**src/hdl/dnn_mem_pkg.sv**
```systemverilog
/* shared types for the read bridge; every beat is 8 bytes wide and a
   command of zero beats is illegal */
`default_nettype none

package dnn_mem_pkg;

	// byte address on the memory port
	typedef logic [31:0] addr_t;

	// one memory beat that is also the input buffer word
	typedef logic [63:0] data_t;

	// beats per read command where zero is illegal
	typedef logic [9:0] beats_t;

	// address stride between consecutive beats
	localparam int unsigned beat_bytes = 8;

	// sequencer states
	typedef enum logic [0:0] {
		seq_idle,  // waiting for a queued command
		seq_issue  // fracturing the active command into beats
	} seq_state_t;

endpackage

`default_nettype wire

```
**src/hdl/sync_fifo.sv**
```systemverilog
/* first-word-fall-through FIFO, head valid at dout while empty is low;
   push when full and pop when empty are ignored */
`timescale 1ns/100ps
`default_nettype none

module sync_fifo #(
	parameter int WIDTH     = 32,
	parameter int LOG_DEPTH = 4
) (
	input  wire logic             clk,
	input  wire logic             rst,
	input  wire logic             push,
	input  wire logic [WIDTH-1:0] din,
	input  wire logic             pop,
	output logic      [WIDTH-1:0] dout,
	output logic                  full,
	output logic                  empty
);

	localparam int DEPTH = 1 << LOG_DEPTH;

	logic [WIDTH-1:0]     mem [DEPTH];  // storage words
	logic [LOG_DEPTH-1:0] wr_ptr;
	logic [LOG_DEPTH-1:0] rd_ptr;
	logic [LOG_DEPTH:0]   count;        // one extra bit to tell full from empty
	logic                 do_push;
	logic                 do_pop;

	assign do_push = push && !full;
	assign do_pop  = pop && !empty;

	assign full  = (count == (LOG_DEPTH+1)'(DEPTH));
	assign empty = (count == '0);
	assign dout  = mem[rd_ptr]; // fall-through head

	always_ff @(posedge clk) begin
		if (do_push)
			mem[wr_ptr] <= din;
	end

	always_ff @(posedge clk) begin
		if (rst) begin
			wr_ptr <= '0;
			rd_ptr <= '0;
			count  <= '0;
		end else begin
			if (do_push)
				wr_ptr <= wr_ptr + 1'b1; // wraps at DEPTH
			if (do_pop)
				rd_ptr <= rd_ptr + 1'b1;
			case ({do_push, do_pop})
				2'b10:   count <= count + 1'b1;
				2'b01:   count <= count - 1'b1;
				default: count <= count; // both or neither
			endcase
		end
	end

endmodule

`default_nettype wire

```
**src/hdl/read_sequencer.sv**
```systemverilog
/* queues read commands and fractures each into single-beat requests;
   a command sent while the command queue is full is lost */
`timescale 1ns/100ps
`default_nettype none

module read_sequencer import dnn_mem_pkg::*; #(
	parameter int LOG_DEPTH = 4
) (
	input  wire logic   clk,
	input  wire logic   rst,
	input  wire logic   rd_req,        // command strobe
	input  wire addr_t  rd_addr,
	input  wire beats_t rd_beats,
	input  wire logic   mem_req_grant,
	input  wire logic   tag_room,      // merge can track one more beat
	input  wire logic   merge_idle,    // nothing outstanding downstream
	output logic        rd_ready,
	output logic        mem_req_valid,
	output addr_t       mem_req_addr,
	output logic        beat_issue     // one pulse per queued beat
);

	localparam int CMD_W = $bits(addr_t) + $bits(beats_t);

	// command queue with {addr, beats} words
	logic [CMD_W-1:0] cmd_dout;
	logic             cmd_full;
	logic             cmd_empty;
	logic             cmd_pop;

	// request queue towards memory
	logic req_full;
	logic req_empty;

	seq_state_t state;
	addr_t      cur_addr;   // address of the next beat
	beats_t     beats_left; // beats still to queue including the current one

	sync_fifo #(.WIDTH(CMD_W), .LOG_DEPTH(LOG_DEPTH)) cmd_q (
		.clk   (clk),
		.rst   (rst),
		.push  (rd_req && !cmd_full), // no back-pressure on the command side
		.din   ({rd_addr, rd_beats}),
		.pop   (cmd_pop),
		.dout  (cmd_dout),
		.full  (cmd_full),
		.empty (cmd_empty)
	);

	sync_fifo #(.WIDTH($bits(addr_t)), .LOG_DEPTH(LOG_DEPTH)) req_q (
		.clk   (clk),
		.rst   (rst),
		.push  (beat_issue),
		.din   (cur_addr),
		.pop   (mem_req_valid && mem_req_grant), // leaves on valid and grant
		.dout  (mem_req_addr),
		.full  (req_full),
		.empty (req_empty)
	);

	assign mem_req_valid = !req_empty;

	// take the head command only when idle
	assign cmd_pop = (state == seq_idle) && !cmd_empty;

	// one beat per cycle when the request queue has room and a tag is free
	assign beat_issue = (state == seq_issue) && !req_full && tag_room;

	always_ff @(posedge clk) begin
		if (rst) begin
			state      <= seq_idle;
			beats_left <= '0;
		end else begin
			case (state)
				seq_idle: begin
					if (cmd_pop) begin
						cur_addr   <= cmd_dout[CMD_W-1 -: $bits(addr_t)];
						beats_left <= cmd_dout[$bits(beats_t)-1:0];
						state      <= seq_issue;
					end
				end
				seq_issue: begin
					if (beat_issue) begin
						cur_addr   <= cur_addr + addr_t'(beat_bytes);
						beats_left <= beats_left - 1'b1;
						if (beats_left == beats_t'(1))
							state <= seq_idle; // last beat queued
					end
				end
				default: state <= seq_idle;
			endcase
		end
	end

	// registered so it stays low through reset and drops on the accept edge
	always_ff @(posedge clk) begin
		if (rst)
			rd_ready <= 1'b0;
		else
			rd_ready <= cmd_empty && req_empty && (state == seq_idle)
				&& merge_idle && !rd_req;
	end

endmodule

`default_nettype wire

```
**src/hdl/read_merge.sv**
```systemverilog
/* buffers in-order read responses and pushes them into the input buffer;
   assumes responses never outnumber the beats issued */
`timescale 1ns/100ps
`default_nettype none

module read_merge import dnn_mem_pkg::*; #(
	parameter int LOG_DEPTH = 4
) (
	input  wire logic  clk,
	input  wire logic  rst,
	input  wire logic  beat_issue,     // a beat request was queued
	input  wire logic  mem_resp_valid,
	input  wire data_t mem_resp_data,
	input  wire logic  inbuf_full,
	output logic       mem_resp_grant,
	output logic       inbuf_push,
	output data_t      inbuf_data,
	output logic       tag_room,
	output logic       merge_idle
);

	localparam int DEPTH = 1 << LOG_DEPTH;

	logic               resp_full;
	logic               resp_empty;
	logic [LOG_DEPTH:0] outstanding; // beats issued but not yet pushed

	sync_fifo #(.WIDTH($bits(data_t)), .LOG_DEPTH(LOG_DEPTH)) resp_q (
		.clk   (clk),
		.rst   (rst),
		.push  (mem_resp_grant),
		.din   (mem_resp_data),
		.pop   (inbuf_push),
		.dout  (inbuf_data),
		.full  (resp_full),
		.empty (resp_empty)
	);

	// accept in the same cycle while there is space
	assign mem_resp_grant = mem_resp_valid && !resp_full;

	// head goes to the input buffer when a beat is owed and there is room
	assign inbuf_push = !resp_empty && (outstanding != '0) && !inbuf_full;

	// outstanding is capped at DEPTH, so the response queue cannot overflow
	assign tag_room   = (outstanding < (LOG_DEPTH+1)'(DEPTH));
	assign merge_idle = (outstanding == '0) && resp_empty;

	always_ff @(posedge clk) begin
		if (rst) begin
			outstanding <= '0;
		end else begin
			case ({beat_issue, inbuf_push})
				2'b10:   outstanding <= outstanding + 1'b1;
				2'b01:   outstanding <= outstanding - 1'b1;
				default: outstanding <= outstanding; // issue and push cancel out
			endcase
		end
	end

endmodule

`default_nettype wire

```
**src/hdl/dnn_mem_bridge.sv**
```systemverilog
/* read-only bridge from accelerator commands to a single-beat memory port;
   wait for rd_ready before each command, zero-beat commands are illegal */
`timescale 1ns/100ps
`default_nettype none

module dnn_mem_bridge import dnn_mem_pkg::*; #(
	parameter int LOG_DEPTH = 4 // depth of every queue is 2**LOG_DEPTH
) (
	input  wire logic   clk,
	input  wire logic   rst,

	// read command from the accelerator
	input  wire logic   rd_req,
	input  wire addr_t  rd_addr,
	input  wire beats_t rd_beats,
	output logic        rd_ready,

	// memory request port
	output logic        mem_req_valid,
	output addr_t       mem_req_addr,
	input  wire logic   mem_req_grant,

	// memory response port, in request order
	input  wire logic   mem_resp_valid,
	input  wire data_t  mem_resp_data,
	output logic        mem_resp_grant,

	// accelerator input buffer
	input  wire logic   inbuf_full,
	output logic        inbuf_push,
	output data_t       inbuf_data
);

	logic beat_issue; // sequencer queued a beat
	logic tag_room;   // merge can count another beat
	logic merge_idle; // merge has drained

	read_sequencer #(.LOG_DEPTH(LOG_DEPTH)) u_seq (
		.clk           (clk),
		.rst           (rst),
		.rd_req        (rd_req),
		.rd_addr       (rd_addr),
		.rd_beats      (rd_beats),
		.mem_req_grant (mem_req_grant),
		.tag_room      (tag_room),
		.merge_idle    (merge_idle),
		.rd_ready      (rd_ready),
		.mem_req_valid (mem_req_valid),
		.mem_req_addr  (mem_req_addr),
		.beat_issue    (beat_issue)
	);

	read_merge #(.LOG_DEPTH(LOG_DEPTH)) u_merge (
		.clk            (clk),
		.rst            (rst),
		.beat_issue     (beat_issue),
		.mem_resp_valid (mem_resp_valid),
		.mem_resp_data  (mem_resp_data),
		.inbuf_full     (inbuf_full),
		.mem_resp_grant (mem_resp_grant),
		.inbuf_push     (inbuf_push),
		.inbuf_data     (inbuf_data),
		.tag_room       (tag_room),
		.merge_idle     (merge_idle)
	);

endmodule

`default_nettype wire

```
**config.mk**
```make
export PLATFORM = sky130hd
export DESIGN_NAME = dnn_mem_bridge
export DESIGN_NICKNAME = d
export VERILOG_FILES = /design/src/hdl/dnn_mem_pkg.sv /design/src/hdl/sync_fifo.sv /design/src/hdl/read_sequencer.sv /design/src/hdl/read_merge.sv /design/src/hdl/dnn_mem_bridge.sv
export SDC_FILE = /design/constraint.sdc
export NUM_CORES = 2
export LEC_CHECK = 0
export BUFFER_PORTS_ARGS = -buffer_cell sky130_fd_sc_hd__buf_2
export CORE_MARGIN = 2
export CORE_UTILIZATION = 56
export DETAILED_ROUTE_END_ITERATION = 7
export PLACE_DENSITY = 0.75
export SLEW_MARGIN = 20
export SYNTH_ARGS = -nofsm -noshare
export SYNTH_HDL_FRONTEND = slang
export SYNTH_SLANG_ARGS = --single-unit
```
**constraint.sdc**
```tcl
create_clock -name clk -period 6.4 [get_ports clk]
set_input_delay 0.32 -clock clk [delete_from_list [all_inputs] [get_ports clk]]
set_output_delay 0.32 -clock clk [all_outputs]
set_load 0.01 [all_outputs]
```
# == Yosys cells after proc, flatten, opt, wreduce, memory -nomap -nowiden ==
# Memories as Yosys holds them, arrays and structs flattened. A register that Yosys moved wholly into a read port is not among the register bits.
# Cells that the tools add are included.
# totals
reg_bits,88
mem_bits_rw,2208
input_bits,112
wordCells,114
mem_count,3
# classes
n_addsub,16
magnitude_cmp,1
eq_ne,14
mux,26
n_bitwise,2
reduce_logical,38
# mem_list
name,depth,word_bits,rd,rd_clocked_by_memory_dff,write_ports,line,rtl
u_merge.resp_q.mem,16,64,1,1,1,sync_fifo.sv:22,logic [WIDTH-1:0] mem [DEPTH];
u_seq.cmd_q.mem,16,42,1,1,1,sync_fifo.sv:22,
u_seq.req_q.mem,16,32,1,1,1,sync_fifo.sv:22,
# op_table
op,n
32-bit 2-to-1 mux,2
32-bit one-hot mux with 2 select lines,1
5-bit one-hot mux with 2 select lines,4
"32-bit by 4-bit adder with 32-bit output, second input constant",1
"4-bit by 1-bit adder with 4-bit output, second input constant",6
4-bit 2-to-1 mux,6
"5-bit by 1-bit adder with 5-bit output, second input constant",4
5-bit zero test,4
10-bit 2-to-1 mux,2
10-bit one-hot mux with 2 select lines,1
"5-bit by 1-bit subtractor with 5-bit output, second input constant",4
1-bit logical AND,19
"5-bit == test, second input constant",3
"10-bit by 1-bit == test with 1-bit output, second input constant",1
"10-bit by 1-bit subtractor with 10-bit output, second input constant",1
1-bit 2-to-1 mux,9
"2-bit by 1-bit == test with 1-bit output, second input constant",4
"2-bit == test, second input constant",4
1-bit zero test,8
2-bit nonzero test,4
"5-bit < comparator, second input constant",1
5-bit nonzero test,1
3-bit AND reduction,1
"2-bit by 1-bit != test with 1-bit output, second input constant",1
other kinds (4),5

# == Logic depth before layout (Yosys ltp) ==
# depth
depth_word,7
mapped_depth,13
ltp_nobuf,11

# == Hierarchy ==
# Synthesis repeated with hierarchy kept, for this count alone.
# hier_totals
cells_unflattened,4088
area_unflattened_um2,88582.5
# by_module_without_submodules
module,instances,cells_per_inst,area_each_um2,seq_area_each_um2
sync_fifo (u_merge.resp_q),1,1686,39245.1,31089.8
sync_fifo (u_seq.cmd_q),1,1153,26133.8,20519.7
sync_fifo (u_seq.req_q),1,909,20120.5,15715.1
read_sequencer,1,288,2651.3,1201.2
read_merge,1,52,431.7,100.1

# == Worst setup path after synthesis ==
# No wires, ideal clock.
# synth_timing
kind,register -> register
startpoint,register u_merge.resp_q.count[2]
endpoint,memory u_merge.resp_q.mem[3][0] (netlist name) (enable)
setup_ps,565
t_arrival_ps,5739
required_time_ps,5835
path_slack_ps,96
path_stages_with_launch,6
n_path_buf,1
synth_period_minus_slack_ps,6304
cell_sequence,dfxtp_1 -> buf_2 -> nor4_1 -> a21boi_1 -> nand2_1 -> nor3_1
# synth_between
elab_chain_cells,6
# synth_lines
element,line,rtl
from (decl),sync_fifo.sv:25,logic [LOG_DEPTH:0] count;
from (signal assigned),sync_fifo.sv:52,2'b10: count <= count + 1'b1;
from (signal assigned),sync_fifo.sv:53,2'b01: count <= count - 1'b1;
from (signal assigned),sync_fifo.sv:54,default: count <= count;
5-bit == test,sync_fifo.sv:32,assign full = (count == (LOG_DEPTH+1)'(DEPTH));
1-bit zero test,read_merge.sv:40,assign mem_resp_grant = mem_resp_valid && !resp_full;
1-bit logical AND,read_merge.sv:40,
net mem_resp_grant,dnn_mem_bridge.sv:26,"output logic mem_resp_grant,"
1-bit logical AND,sync_fifo.sv:29,assign do_push = push && !full;
1-bit 2-to-1 mux,sync_fifo.sv:37,if (do_push)
1-bit 2-to-1 mux (not written as such),sync_fifo.sv:38,mem[wr_ptr] <= din;
to (decl),sync_fifo.sv:22,
# The timed path passes the listed nets, and every way through them passes these cells.

# == Worst setup path after layout ==
# layout_timing
startpoint,register u_seq.state
endpoint,register u_merge.outstanding[4]
# layout_between
elab_chain_cells,4
word_cells_on_any_way,6
cone_classes,2 x eq/ne; 1 x mux; 3 x reduce/logical
# layout_lines
element,line,rtl
from (decl),read_sequencer.sv:35,seq_state_t state;
from (signal assigned),read_sequencer.sv:71,state <= seq_idle;
from (signal assigned),read_sequencer.sv:79,state <= seq_issue;
from (signal assigned),read_sequencer.sv:87,state <= seq_idle;
1-bit logical AND (*) (2 in a row),read_sequencer.sv:67,assign beat_issue = (state == seq_issue) && !req_full && tag_room;
2-bit by 1-bit == test with 1-bit output / 2-bit == test (equally long branches),read_merge.sv:53,"case ({beat_issue, inbuf_push})"
5-bit one-hot mux with 2 select lines / 2-bit nonzero test (equally long branches),-,
to (signal assigned),read_merge.sv:54,2'b10: outstanding <= outstanding + 1'b1;
to (signal assigned),read_merge.sv:55,2'b01: outstanding <= outstanding - 1'b1;
to (signal assigned),read_merge.sv:56,default: outstanding <= outstanding;
to (decl),read_merge.sv:26,logic [LOG_DEPTH:0] outstanding;
# Every way passes the cells marked *; elsewhere a longest branch is shown, timed or not.
# A chain may end at the register's enable or synchronous reset.

==> impl_results.md <==
* Status: finished clean
* Rel. slew slack at 25.7%
* Slew @ Worst Pin at 1.11 ns
* DIE HEIGHT at 401 µm
* Worst clock skew at 0.0303 ns
* Sink Count at 2308
* Crit path arrival time at 5.27 ns
* Clock slew seen by the registers of the worst setup and hold paths at 0.06 ns
* Setup TNS at 0 ns
* Routed wire per std cell at 30.2 µm
* Total power at 36.1 mW
* GRT Overall Usage at 24.3%
* FP Rows at 145
* Final antenna-violating net count at 0
* Leading cell type in the layout, fill and taps excluded: edfxtp_1
* CTS buffer count at 211
* CORE AREA at 0.156 mm²
* Chip width at 401 µm
* IO buf count at 211
* RSZ-0062 raised after global routing: no
* RePlAce Congestion at 0.784
* Worst VDD drop at 0.290 mV
* Synth cell types at 58
* F_max at 221 MHz
* Syn avg cell area at 23.7 µm²
* # fillers at 9906
* GR Overflow Total at 0
* Post-synth EDFFs at 2240
* DRT Pass-1 Iters at 5
* Die area at 0.161 mm²
* Data required time of the critical path at 7.15 ns
* Via count at 40842
* Setup Fix Bufs, Post-CTS at 0
* Post-Layout Cell Count at 6401
* Max stage delay on crit path at 0.88 ns
* Worst hold-check path type: in -> reg
* Max Slew Vio Count at 0
* Placed insts at 5887
* Vias in the first global route at 42226
* R2R setup slack at 1.88 ns
* First-pass GRT wire length at 285000 µm
* Syn-to-layout area delta at 13.1%
* Synth Warn # at 0
* Most frequent cells in the layout: edfxtp_1, mux4_2, clkbuf_16
* Fin worst setup slack at 1.88 ns
* I/O pin total at 212
* Worst reg2reg startpoint: u_seq.state$_SDFF_PP0_
* Pre-CTS WS at 2.04 ns
* Initial DRC count at 5031
* Worst path slowest cell: a211oi_2
* Sequential share of the synthesized area at 77.8%
* Via density at 6.38
* Hpwl dp at 99900 µm
* Initial antenna violation count at 20
* Initial core utilization at 56.4%
* Clock H-tree levels at 4
* R2R Path End: u_merge.outstanding[4]$_SDFFE_PP0P_
* Setup crit end: u_merge.outstanding[4]$_SDFFE_PP0P_
* Yosys reg bits at 2308
* Layout Nets at 4297
* Worst Setup SP: u_seq.state$_SDFF_PP0_
* Final period utilization at 70.7%
* Post-synth ARST share at 0%
* Worst setup SP type: register
* Final Critical Period at 4.52 ns
* Syn nets at 3866
* Routed wire length at 193000 µm
* Clk buf depth at 3
* Final hold violation count at 0
* Worst-skew pair later-pin latency at 0.84 ns
* Residual DRC count at 0
* Mapped cell area at 0.0882 mm²
* Leakage power at 30.6 nW
* Synth Instances at 3719
* Crit Path Category: reg -> reg
* CTS tree: yes
* Final setup viols at 0
* Largest net degree at the start of global routing at 127
* R2R depth at 10
* Max Cap Violations at 0
* Power per Cell Area at 361 mW/mm²
* Share of cells above drive strength 1 at 31.2%
* Highest fanout seen on the critical path at 20
* Predominant post-synthesis flop cell: edfxtp_1
* Critical Path Sink Type: register
* Clk Tree Root Cell: clkbuf_16
* Critical path cell sequence: inv_2, a211oi_2, clkinv_1, ha_1, ha_1, nor2b_1, o21ai_0, a21oi_1, or4_1, a21oi_1
## stage by stage
stage	hold WS (ns)	utilization, %	area, µm²
floorplan	0.419	-	88200
global placement	0.480	58.9	92100
detailed placement	0.487	58.9	92100
CTS	0.0157	63.8	99800
global route	0.0743	63.8	99800
finish	0.0718	63.8	99800
## Yosys cell counts, drive strengths merged (3+ instances only)
| master | count | area [µm²] |
|---|---|---|
| ha | 33 | 413 |
| and2 | 5 | 31.3 |
| xnor2 | 18 | 158 |
| nand3 | 15 | 75.1 |
| nor3 | 21 | 115 |
| nand2 | 72 | 270 |
| o211ai | 5 | 37.5 |
| a21o | 5 | 37.5 |
| nor2 | 100 | 375 |
| a31oi | 3 | 18.8 |
| o21ai | 37 | 185 |
| buf | 92 | 531 |
| o31ai | 6 | 45.0 |
| inv | 28 | 105 |
| a21boi | 6 | 45.0 |
| nor4 | 8 | 56.3 |
| a311oi | 3 | 26.3 |
| nand4 | 22 | 138 |
| nor2b | 7 | 43.8 |
| mux2 | 8 | 90.1 |
| nand2b | 10 | 62.6 |
| mux2i | 14 | 140 |
| dfxtp | 68 | 1360 |
| clkbuf | 95 | 357 |
| and3 | 10 | 62.6 |
| a221oi | 4 | 41.3 |
| or3 | 3 | 18.8 |
| o2bb2ai | 3 | 26.3 |
| a211oi | 4 | 35.0 |
| or4 | 4 | 30.0 |
| a21oi | 29 | 145 |
| edfxtp | 2240 | 67300 |
| xor2 | 37 | 324 |
| nor3b | 3 | 22.5 |
| mux4 | 683 | 15400 |
## state kept, by name (all words and copies together), names as in the netlist, named ones only
register and flops:
u_seq.req_q.wr_ptr 4, u_seq.state 1, u_seq.cmd_q.count 5, u_merge.outstanding 5
u_seq.beats_left 10, u_merge.resp_q.count 5, u_seq.cmd_q.mem 672, u_seq.rd_ready 1
u_merge.resp_q.wr_ptr 4, u_seq.cur_addr 32, u_seq.cmd_q.wr_ptr 4, u_seq.req_q.rd_ptr 4
u_merge.resp_q.mem 1024, u_merge.resp_q.rd_ptr 4, u_seq.cmd_q.rd_ptr 4, u_seq.req_q.count 5
u_seq.req_q.mem 512
## worst min path at each step
stage                                           start                               endpoint  slack [ns]  cells past startpoint
finish                                     inbuf_full  u_merge.resp_q.rd_ptr[1]$_SDFFE_PP0P_        0.07                      4
global route                           mem_resp_valid  u_merge.resp_q.wr_ptr[0]$_SDFFE_PP0P_        0.07                      4
detailed placement  u_seq.req_q.count[3]$_SDFFE_PP0P_      u_seq.req_q.count[3]$_SDFFE_PP0P_        0.49                      2
floorplan                            mem_resp_data[0]     u_merge.resp_q.mem[0][0]$_DFFE_PP_        0.42                      0
global placement    u_seq.cmd_q.count[4]$_SDFFE_PP0P_      u_seq.cmd_q.count[4]$_SDFFE_PP0P_        0.48                      2
CTS                                        inbuf_full                               register        0.02                      4
## cell families after synthesis
group	Yosys count	synth area share, %
flops	2308	77.8
buf+inv	216	1.13
simple gates	287	1.55
mux	705	17.7
compound gates	113	0.804
fa+ha+maj	35	0.513
xor+xnor	55	0.546
## what timing repair did
action | in CTS | in global routing
gates resized for setup | 0 | 0
hold buffers | 107 | 0
hold endpoints to repair | 1697 | 0
## metal layers
layer | wire length (µm) | global-route usage, % | vias to the layer above
met1 | 77100 | 34.6 | 21892
met5 | 85 | 0 | -
met3 | 15100 | 4.47 | 275
met2 | 97100 | 39.7 | 1901
li1 | - | - | 16760
met4 | 4000 | 6.04 | 14
## final cells by class
class                   count  area, µm²  area share (%)
well taps                2058       2570            2.58
multi-input cells        1195      19000            19.0
flip-flops and latches   2308      68700            68.8
inverters                  29        109           0.109
clock buffers             268       5580            5.59
repair buffers            405       2910            2.92
diodes                      9       22.5          0.0226
clock inverters           129        998            1.00
## critical path: cells and delay by family (launching register included)
family / cells / cell delay (ns)
simple gates: 2 / 0.64
flops: 1 / 0.84
buf+inv: 2 / 0.78
fa+ha+maj: 2 / 0.78
compound gates: 4 / 1.41
## power breakdown
part | internal, mW | switching, mW
sequential | 17.7 | 0.960
combinational | 2.62 | 2.79
clock | 6.65 | 5.34
(Power assumes the default switching activity.)
